### config.mk
export PLATFORM = sky130hd
export DESIGN_NAME = branch_unit
export DESIGN_NICKNAME = d
export VERILOG_FILES = /design/src/hdl/ex_pkg.sv /design/src/hdl/branch_unit.sv
export SDC_FILE = /design/constraint.sdc
export NUM_CORES = 1
export LEC_CHECK = 0
export ABC_CLOCK_PERIOD_IN_PS = 3800
export BUFFER_PORTS_ARGS = -buffer_cell sky130_fd_sc_hd__buf_2
export CAP_MARGIN = 20
export CELL_PAD_IN_SITES_DETAIL_PLACEMENT = 1
export CELL_PAD_IN_SITES_GLOBAL_PLACEMENT = 2
export CORE_UTILIZATION = 13
export DETAILED_ROUTE_END_ITERATION = 10
export GPL_ROUTABILITY_DRIVEN = 0
export GPL_TIMING_DRIVEN = 0
export PLACE_DENSITY_LB_ADDON = 0.05
export SETUP_SLACK_MARGIN = 0.2
export SLEW_MARGIN = 20
export SYNTH_ARGS = -nofsm -noshare
export SYNTH_HDL_FRONTEND = slang
export SYNTH_SLANG_ARGS = --single-unit
### constraint.sdc
create_clock -name vclk -period 3.8
set_input_delay 0.76 -clock vclk [all_inputs]
set_output_delay 0.76 -clock vclk [all_outputs]
set_load 0.02 [all_outputs]
### src/hdl/ex_pkg.sv
/*
 * Execute stage package
 * Opcode enums, branch condition codes and the bus structs shared by the stage
 */
package ex_pkg;

  localparam int PHT_IDX_BITS = 8;  // Predictor table index width

  // ALU function select from decode
  typedef enum logic [4:0] {
    alu_addq   = 5'h00,
    alu_subq   = 5'h01,
    alu_and    = 5'h02,
    alu_bic    = 5'h03,
    alu_bis    = 5'h04,
    alu_ornot  = 5'h05,
    alu_xor    = 5'h06,
    alu_eqv    = 5'h07,
    alu_srl    = 5'h08,
    alu_sll    = 5'h09,
    alu_sra    = 5'h0a,
    alu_mulq   = 5'h0b,
    alu_cmpeq  = 5'h0c,
    alu_cmplt  = 5'h0d,
    alu_cmple  = 5'h0e,
    alu_cmpult = 5'h0f,
    alu_cmpule = 5'h10
  } alu_func_e;

  typedef enum logic [1:0] {
    opa_rega     = 2'd0,
    opa_mem_disp = 2'd1,
    opa_npc      = 2'd2,
    opa_not3     = 2'd3
  } opa_sel_e;

  // Code 3 is not a legal operand B select
  typedef enum logic [1:0] {
    opb_regb    = 2'd0,
    opb_alu_imm = 2'd1,
    opb_br_disp = 2'd2
  } opb_sel_e;

  // Branch conditions, taken from IR[28:26]
  typedef enum logic [2:0] {
    br_lbc = 3'd0,  // Low bit clear
    br_eq  = 3'd1,
    br_lt  = 3'd2,
    br_le  = 3'd3,
    br_lbs = 3'd4,  // Low bit set
    br_ne  = 3'd5,
    br_ge  = 3'd6,
    br_gt  = 3'd7
  } br_cond_e;

  typedef struct packed {
    logic                    valid;
    logic [63:0]             npc;       // PC + 4
    logic [63:0]             ppc;       // Predicted next PC
    logic [PHT_IDX_BITS-1:0] pht_idx;
    logic [31:0]             ir;
    logic [4:0]              dest_reg;
    logic [63:0]             rega;
    logic [63:0]             regb;
    opa_sel_e                opa_sel;
    opb_sel_e                opb_sel;
    alu_func_e               alu_func;
    logic                    cond_br;
    logic                    uncond_br;
    logic                    rd_mem;
    logic                    wr_mem;
  } ex_issue_t;

  typedef struct packed {
    logic [63:0]             npc;
    logic [4:0]              dest_reg;
    logic [63:0]             result;
    logic                    mispredict;
    logic [1:0]              branch_result;  // {is branch, taken}
    logic [PHT_IDX_BITS-1:0] pht_idx;
  } ex_result_t;

  typedef struct packed {
    logic [63:0] npc;
    logic [4:0]  dest_reg;
  } mult_tag_t;

  typedef struct packed {
    logic [4:0]  tag;
    logic [63:0] address;
    logic [63:0] value;   // Store data
  } lsq_req_t;

  typedef struct packed {
    logic [4:0]  tag;
    logic [63:0] value;
  } mem_wb_t;

endpackage

### src/hdl/branch_unit.sv
/*
 * Branch resolution
 * Tests the condition on register A and flags a wrong predicted PC
 */
module branch_unit
  import ex_pkg::*;
(
  input  logic [63:0] rega,
  input  logic [2:0]  cond_code,
  input  logic        cond_br,
  input  logic        uncond_br,
  input  logic [63:0] target,
  input  logic [63:0] npc,
  input  logic [63:0] ppc,
  output logic        taken,
  output logic        mispredict
);

  logic cond_met;
  logic is_zero;
  logic is_neg;

  assign is_zero = (rega == '0);
  assign is_neg  = rega[63];

  always_comb
  begin
    case (br_cond_e'(cond_code))
      br_lbc:  cond_met = ~rega[0];
      br_eq:   cond_met = is_zero;
      br_lt:   cond_met = is_neg;
      br_le:   cond_met = is_neg | is_zero;
      br_lbs:  cond_met = rega[0];
      br_ne:   cond_met = ~is_zero;
      br_ge:   cond_met = ~is_neg;
      br_gt:   cond_met = ~is_neg & ~is_zero;
      default: cond_met = 1'b0;
    endcase
  end

  assign taken = uncond_br | (cond_br & cond_met);

  // Taken must match the target, fall-through must match npc
  assign mispredict = taken ? (target != ppc) : (ppc != npc);

endmodule

==> flow_summary.json <==
{
  "insertedDiodeCount": 0,
  "wl_um": 12400,
  "synth.avg_cell_area_um2": 7.05,
  "fin_util": 0.266,
  "firstDrtPassIters": 4,
  "worst_ep_required_time_ns": 3.04,
  "dp_hpwl_um": 11500,
  "critical_path_class": "input port to primary output",
  "failed_checks": "setup timing",
  "synth_top_family_by_area": "XOR/XNOR gates",
  "maxCapViolCount": 0,
  "via_per_inst": 4.20,
  "rsz0062_at_grt": "true",
  "grt_pass1_wl_um": 17900,
  "ir_drop_mv": 0.0289,
  "status": "finished with violations",
  "fin_cells": 711,
  "min_period_ns": 3.84,
  "die_h_um": 121,
  "drt_iter0_drc": 60,
  "seq_cells": 0,
  "seqCellArea_um2": 0,
  "numPortBuffers": 263,
  "die-area_um2": 14600,
  "max_freq_ghz": 0.260,
  "synth_area_um2": 1830,
  "synth_mux_area_frac": 0.0546,
  "synthCells": 260,
  "worstPathArrival_ns": 3.08,
  "path_max_fanout": 1,
  "track_usage": 0.162,
  "synthTopCellsByArea": "xnor2_1, xor2_1, inv_1",
  "fill_cells": 1745,
  "fin_ws_ns": -0.0409,
  "yosys_warnings": 0,
  "syn_nets": 521,
  "end_kind": "primary output",
  "die_x_um": 121,
  "synth_simple_gate_area_frac": 0.257,
  "synth.top_cell.area_share": 0.220,
  "initial_core_util": 0.133,
  "wl_per_cell_um": 17.4,
  "setup_viol": 1,
  "drc": 0,
  "multi_input_area_um2": 1820,
  "maxSlewHeadroom": 0.670,
  "synth_fa_ha_area_frac": 0,
  "fin_crit_sh": 1.01,
  "ant_nets": 0,
  "synth_cell_types": 35,
  "hold_buffers": 0,
  "core-area_um2": 13800,
  "syn_to_final_growth_pct": 100,
  "synth-seq-area-share": 0,
  "final_nets": 794,
  "hold_class": "input port to primary output",
  "layout-drive-gt1-share": 0.567,
  "hold_viol": 0,
  "cellLeakagePower_uw": 0.00183,
  "row_count": 43,
  "grt_pass1_vias": 3238,
  "synth_xor_xnor_area_share": 0.358,
  "startpoint_type": "input port",
  "tns_ns": -0.0409,
  "drv_slew": 0,
  "grt_overflow": 0,
  "dp_cells": 703,
  "pin_count": 263,
  "num-clock-buffers": 0,
  "synth_compound_area_frac": 0.228,
  "power_per_cell_area_nw_per_um2": 105,
  "grt_max_degree": 9,
  "synth_top_cell_by_area": "xnor2_1",
  "antenna_found_initial": 0,
  "routed-via-count": 2988,
  "worstMarginPinSlew_ns": 0.495
}
repair_timing:
action / in CTS / in global routing
endpoints found under the setup margin: 1 / 1
buffers inserted: 5 / 3
pin swaps: 14 / 5
gates resized for setup: 25 / 14
cells in the final DEF, fill, tap and decap left out, drive strengths merged, types with 3 or more instances in the layout:
| cell | instances |
|---|---|
| nand3 | 4 |
| o2bb2ai | 8 |
| nor2 | 5 |
| mux2i | 10 |
| inv | 47 |
| nor4 | 27 |
| xnor2 | 46 |
| nand4 | 18 |
| a221oi | 4 |
| buf | 272 |
| a22o | 5 |
| nand2b | 7 |
| nor3 | 8 |
| nor4b | 3 |
| xor2 | 29 |
| o22ai | 17 |
Yosys cell counts, drive strengths merged (5+ instances only):
master   count
nand4       18
xnor2       46
nor2         5
mux2i       10
xor2        29
nand2b       7
o22ai       17
o2bb2ai      8
nor3         8
a22o         5
inv         47
nor4        27
worst paths after layout:
path	from	to	slack, ns	cells past startpoint
setup / recovery	target[40]	mispredict	-0.04	10
hold / removal	ppc[52]	mispredict	1.88	4
area by class of cell:
class | count | area share
Tap cell | 180 | 0.0613
Buffer | 1 | 0.00307
Timing Repair Buffer | 271 | 0.391
Multi-Input combinational cell | 212 | 0.497
Inverter | 47 | 0.0480
critical path, cell delays in order:
cell       delay [ns]
buf_2            0.12
xor2_1           0.16
nor4_1           0.39
nand4_1          0.24
or4_4            0.46
a211o_1          0.23
a21o_1           0.20
a2111oi_2        0.22
nand3_1          0.14
buf_6            0.16
metrics by stage:
stage	hold WS, ns	setup slack [ns]	area [um2]	total power, uW
final	1.88	-0.0409	3670	387
after global placement	1.92	-0.456	3380	351
after detailed placement	1.92	-0.512	3380	355
after floorplan	1.73	0.205	1830	141
after CTS	1.90	-0.103	3560	378
after global routing	1.90	-0.222	3670	426
layer usage:
layer / up-vias / track usage / part of all wire
met4: 0 / 0.00540 / 0.0034
met2: 150 / 0.301 / 0.49
met5: - / 0 / 0
li1: 1511 / - / -
met3: 2 / 0.0236 / 0.075
met1: 1325 / 0.206 / 0.43
power by group:
part	internal, uW	total [uW]	switching, uW
Clock	0	0	0
Sequential	0	0	0
Combinational	208	387	179
kinds of logic after synthesis:
logic type             after synthesis
buffers and inverters               48
AND/OR/NAND/NOR                     75
XOR/XNOR                            75
multiplexers                        10
AO/OA/AOI/OAI                       52
Note: power is estimated with default switching activity, not from simulation.
