File: config.mk
export PLATFORM = sky130hd
export DESIGN_NAME = ex_arbiter
export DESIGN_NICKNAME = d
export VERILOG_FILES = /design/src/hdl/ex_pkg.sv /design/src/hdl/ex_arbiter.sv
export SDC_FILE = /design/constraint.sdc
export NUM_CORES = 1
export LEC_CHECK = 0
export BUFFER_PORTS_ARGS = -buffer_cell sky130_fd_sc_hd__buf_2
export CAP_MARGIN = 10
export CELL_PAD_IN_SITES_DETAIL_PLACEMENT = 1
export CELL_PAD_IN_SITES_GLOBAL_PLACEMENT = 2
export CORE_AREA = 5 5 196 198
export CTS_CLUSTER_SIZE = 25
export DETAILED_ROUTE_END_ITERATION = 10
export DIE_AREA = 0 0 201 203
export GPL_ROUTABILITY_DRIVEN = 0
export GPL_TIMING_DRIVEN = 1
export PLACE_DENSITY = 0.72
export SYNTH_ARGS = -nofsm -noshare
export SYNTH_HDL_FRONTEND = slang
export SYNTH_SLANG_ARGS = --single-unit
File: constraint.sdc
create_clock -name clock -period 1 [get_ports clock]
set_input_delay 0.1 -clock clock [delete_from_list [all_inputs] [get_ports clock]]
set_output_delay 0.1 -clock clock [all_outputs]
set_load 0.01 [all_outputs]
File: src/hdl/ex_pkg.sv
/*
 * Execute stage package
 * Opcode enums, branch condition codes and the bus structs shared by the stage
 */
package ex_pkg;

  localparam int PHT_IDX_BITS = 8;  // Predictor table index width

  // ALU function select from decode
  typedef enum logic [4:0] {
    alu_addq   = 5'h00,
    alu_subq   = 5'h01,
    alu_and    = 5'h02,
    alu_bic    = 5'h03,
    alu_bis    = 5'h04,
    alu_ornot  = 5'h05,
    alu_xor    = 5'h06,
    alu_eqv    = 5'h07,
    alu_srl    = 5'h08,
    alu_sll    = 5'h09,
    alu_sra    = 5'h0a,
    alu_mulq   = 5'h0b,
    alu_cmpeq  = 5'h0c,
    alu_cmplt  = 5'h0d,
    alu_cmple  = 5'h0e,
    alu_cmpult = 5'h0f,
    alu_cmpule = 5'h10
  } alu_func_e;

  typedef enum logic [1:0] {
    opa_rega     = 2'd0,
    opa_mem_disp = 2'd1,
    opa_npc      = 2'd2,
    opa_not3     = 2'd3
  } opa_sel_e;

  // Code 3 is not a legal operand B select
  typedef enum logic [1:0] {
    opb_regb    = 2'd0,
    opb_alu_imm = 2'd1,
    opb_br_disp = 2'd2
  } opb_sel_e;

  // Branch conditions, taken from IR[28:26]
  typedef enum logic [2:0] {
    br_lbc = 3'd0,  // Low bit clear
    br_eq  = 3'd1,
    br_lt  = 3'd2,
    br_le  = 3'd3,
    br_lbs = 3'd4,  // Low bit set
    br_ne  = 3'd5,
    br_ge  = 3'd6,
    br_gt  = 3'd7
  } br_cond_e;

  typedef struct packed {
    logic                    valid;
    logic [63:0]             npc;       // PC + 4
    logic [63:0]             ppc;       // Predicted next PC
    logic [PHT_IDX_BITS-1:0] pht_idx;
    logic [31:0]             ir;
    logic [4:0]              dest_reg;
    logic [63:0]             rega;
    logic [63:0]             regb;
    opa_sel_e                opa_sel;
    opb_sel_e                opb_sel;
    alu_func_e               alu_func;
    logic                    cond_br;
    logic                    uncond_br;
    logic                    rd_mem;
    logic                    wr_mem;
  } ex_issue_t;

  typedef struct packed {
    logic [63:0]             npc;
    logic [4:0]              dest_reg;
    logic [63:0]             result;
    logic                    mispredict;
    logic [1:0]              branch_result;  // {is branch, taken}
    logic [PHT_IDX_BITS-1:0] pht_idx;
  } ex_result_t;

  typedef struct packed {
    logic [63:0] npc;
    logic [4:0]  dest_reg;
  } mult_tag_t;

  typedef struct packed {
    logic [4:0]  tag;
    logic [63:0] address;
    logic [63:0] value;   // Store data
  } lsq_req_t;

  typedef struct packed {
    logic [4:0]  tag;
    logic [63:0] value;
  } mem_wb_t;

endpackage

File: src/hdl/ex_arbiter.sv
/*
 * Result bus arbiter
 * Memory beats multiplier beats ALU; registers the winner onto the result bus
 */
module ex_arbiter
  import ex_pkg::*;
(
  input  logic       clock,
  input  logic       rst_n,
  input  logic       alu_valid,
  input  ex_result_t alu_word,
  input  logic       mult_valid,
  input  ex_result_t mult_word,
  input  logic       mem_wb_valid,
  input  mem_wb_t    mem_wb,
  output logic       stall,
  output logic       mult_freeze,
  output ex_result_t result,
  output logic       result_valid
);

  ex_result_t next_word;
  logic       next_valid;

  ////////////////////////////////////////////////////////////
  // Priority select
  ////////////////////////////////////////////////////////////

  // Finished product waits while a load owns the bus
  assign mult_freeze = mult_valid & mem_wb_valid;

  // ALU op loses to either higher source
  assign stall = alu_valid & (mem_wb_valid | mult_valid);

  assign next_valid = mem_wb_valid | mult_valid | alu_valid;

  always_comb
  begin
    next_word = '0;
    if (mem_wb_valid)
    begin
      next_word.dest_reg = mem_wb.tag;
      next_word.result   = mem_wb.value;
    end
    else if (mult_valid)
    begin
      next_word               = mult_word;
      next_word.mispredict    = 1'b0;  // No branch info on products
      next_word.branch_result = 2'b00;
      next_word.pht_idx       = '0;
    end
    else if (alu_valid)
      next_word = alu_word;
  end

  ////////////////////////////////////////////////////////////
  // Result bus register
  ////////////////////////////////////////////////////////////

  always_ff @(posedge clock or negedge rst_n)
  begin
    if (!rst_n)
      result_valid <= 1'b0;
    else
      result_valid <= next_valid;
  end

  always_ff @(posedge clock)
  begin
    if (next_valid)
      result <= next_word;
  end

  // An ALU word that lost the bus is presented again unchanged
  a_alu_held: assert property (
    @(posedge clock) disable iff (!rst_n)
    stall |=> alu_valid && (alu_word == $past(alu_word))
  );

endmodule

==> impl_metrics.csv <==
group,metric,value,unit
run_status,status,"finished with violations",
run_status,violations,"negative setup slack",
clocking,cts_buffers,17,
global_routing,grt_pass1_vias,8887,
sta,fin_crit,1.11,ns
power,p_per_area,1390,nW/um^2
min_path,holdPathEnd,"result[125]$_SDFFCE_PP0P_",
synth,synthTopCellsByArea,"edfxtp_1 54%, nand3b_1 11%, a21oi_1 9.5%",
sta,final-setup-viol-count,145,
setup_path,cp.arrival,1.01,ns
route,wirelength_met1,14100,um
cells_and_area,syn2layout_area_growth,65.3,%
die,die_area,40800,sq um
clocking,htree_num_levels,4,
synth,ys_seq_elements,145,
sta,tns,-6.19,ns
setup_path,cp-end-kind,"output port",
route,via_per_inst,4.44,
synth,yosysTopAreaCell,"edfxtp_1",
run,cap_viol_max_count,0,
die,start_util,22.0,%
die,ios,509,
power,total_power,18.5,mW
sta,fin_ws,-0.112,ns
route,wl_per_cell,19.3,um
sta,relSlewSlack,71.1,%
synth,synth_xor_xnor_area_share,0,%
power,power_frac_seq,40.8,%
synth,yosysWarnings,0,
route,wirelength,34800,um
power,comb_power_share,21.0,%
global_routing,grt_pass1_wl,51400,um
route,wl_met2,16900,um
setup_path,cp_data_required_time,0.90,ns
synth,synth-simple-area-share,24.5,%
route,dr.pass1.iters,5,
route,drtAntennaViolNets,0,
sta,fmax,899,MHz
placed_design,place_hpwl,25400,um
sta,drv_slew,0,
clocking,cts_buffer_depth,2,
clocking,clock-sinks,145,
die,die_w,201,um
synth,syn_avg_cell_area,11.5,sq um
die,fp.dieH,203,um
synth,synth_mux_area_share,0,%
setup_path,critPathLaunchType,"register",
die,fp.coreArea,36300,sq um
die,rows,70,
global_routing,track_usage,16.1,%
route,route.met3.wl,3110,um
setup_path,cp_max_fo,1,
global_routing,grt_max_degree,68,
global_routing,overflow,0,
synth,synthAdderAreaFrac,0,%
power,switching_share,25.7,%
min_path,min_path_cells,3,
synth,synth.distinct_cells,18,
cells_and_area,layout-drive-gt1-share,48.7,%
synth,synth_top_area_share,54.0,%
clocking,cts_root_buf,"clkbuf_16",
power,p_leak,5.87,nW
placed_design,portBuffers,497,
min_path,min_path_type,"input pin to register",
setup_path,criticalPathCategory,"register to output port",
setup_path,worst-path-buf-inv,1,
synth,syn-cell-area,8010,sq um
route,maxUsedRoutingLayer,"met5",
power,p_int,13.7,mW
setup_path,crit_family,"flip-flops",
setup_path,slowest_stage,"edfxtp_1",
sta,hold_viol_final,0,
sta,finalCritPeriodShare,111,%
setup_path,slowest_delay,0.43,ns
synth,ys_seq_area_share,54.3,%
min_path,hp-start,"mult_word[125]",
sta,rsz0062_at_grt,"yes",
power,power_frac_clock,38.2,%
synth,synth_compound_area_share,15.1,%
route,drcViolationCount,0,
route,vias,8012,
cells_and_area,fin_nets,1681,
power,ir_drop,1.13,mV
setup_path,cp_cell_sequence,"buf_6",
sta,worst_pin_slew,0.433,ns
global_routing,antenna_found_initial,7,
synth,synth_nets,1059,
clocking,clk_pin_slew,0.06,ns
synth,synth_cells,697,
route,drt_iter0_markers,297,
synth,synth_top_family_by_area,"simple AND/OR/NAND/NOR gates",
power,p_switching,4.74,mW
clocking,tritoncts,"yes",
==> layout by cell type (no fill, tap or decap), types with 2 or more instances in the layout <==
master           n
buf_12          11
nand2_1         64
and2_1          12
clkbuf_1         3
clkbuf_8         3
edfxtp_1       144
buf_6           21
clkinv_2         3
dlygate4sd3_1  120
nand3b_1       117
clkbuf_16       20
a21oi_2         50
nand3b_4        16
nor2b_1         69
buf_2          477
buf_16           2
bufinv_16        4
diode_2          5
buf_4           37
a21oi_1        152
==> cell families (layout without fill, tap and decap cells) <==
group           Yosys count  count (layout)
compound gates          203             203
buf+inv                  69             704
flops                   145             145
other cells               0               5
simple gates            280             280
==> layer usage <==
metal,GRT usage (%),vias to the layer above
met5,0,-
met3,6.47,41
li1,-,3781
met4,5.29,6
met2,27.0,358
met1,18.8,3826
==> how the worst max path moves through the flow <==
stage	startpoint	to	depth (start not counted)
floorplan	alu_valid	result[0]$_SDFFCE_PP0P_	3
global placement	alu_valid	result[54]$_DFFE_PP_	3
detailed placement	alu_valid	result[50]$_DFFE_PP_	3
CTS	result[103]$_SDFFCE_PP0P_	result[103]	1
global route	result[74]$_DFFE_PP_	result[74]	1
finish	result[74]$_DFFE_PP_	result[74]	1
==> metrics by stage <==
step / util, % / cell area [sq um] / hold WS [ns] / setup slack [ns] / instances
3_3_place_gp: 30.6 / 11100 / -0.125 / -0.224 / 1641
2_1_floorplan: - / 8040 / -0.196 / -0.774 / 697
5_1_grt: 36.4 / 13200 / 0.0112 / -0.171 / 1804
3_5_place_dp: 30.6 / 11100 / -0.124 / -0.225 / 1641
4_1_cts: 35.8 / 13000 / 0.0000925 / -0.152 / 1794
6_report: 36.4 / 13200 / 0.0259 / -0.112 / 1805
==> power groups by stage <==
stage,logic [mW],clock network [mW],registers [mW]
floorplan,1.21,0,7.98
global placement,3.33,0,7.62
detailed placement,3.36,0,7.64
CTS,3.79,7.28,7.51
global route,4.19,7.58,7.58
finish,3.88,7.05,7.52
==> Yosys cell counts, drive strengths merged <==
master,n
clkbuf,11
edfxtp,144
buf,58
nor3b,1
nand3b,133
o21a,1
and2,12
nand2,64
or3,1
a21oi,202
nor2b,69
dfrtp,1
==> registers in the layout, indices dropped and copies added, names as in the netlist <==
signal	count
result_valid	1
result	144
==> area by class of cell <==
type                    count  area, sq um
well taps                 468          586
repair buffers            672         4490
clock buffers              23          478
multi-input cells         483         3180
flip-flops and latches    145         4350
clock inverters             9          153
diodes                      5         12.5
fillers                  4200        23100
==> repair_timing <==
action                     in CTS  in global routing
pin swaps                       0                  0
buffers inserted                0                  3
gates resized for setup         5                 25
setup endpoints to repair     146                147
hold endpoints to repair      116                  0
hold buffers                  120                  0
gates cloned                    1                  3
Power figures use the tool's default switching activity.
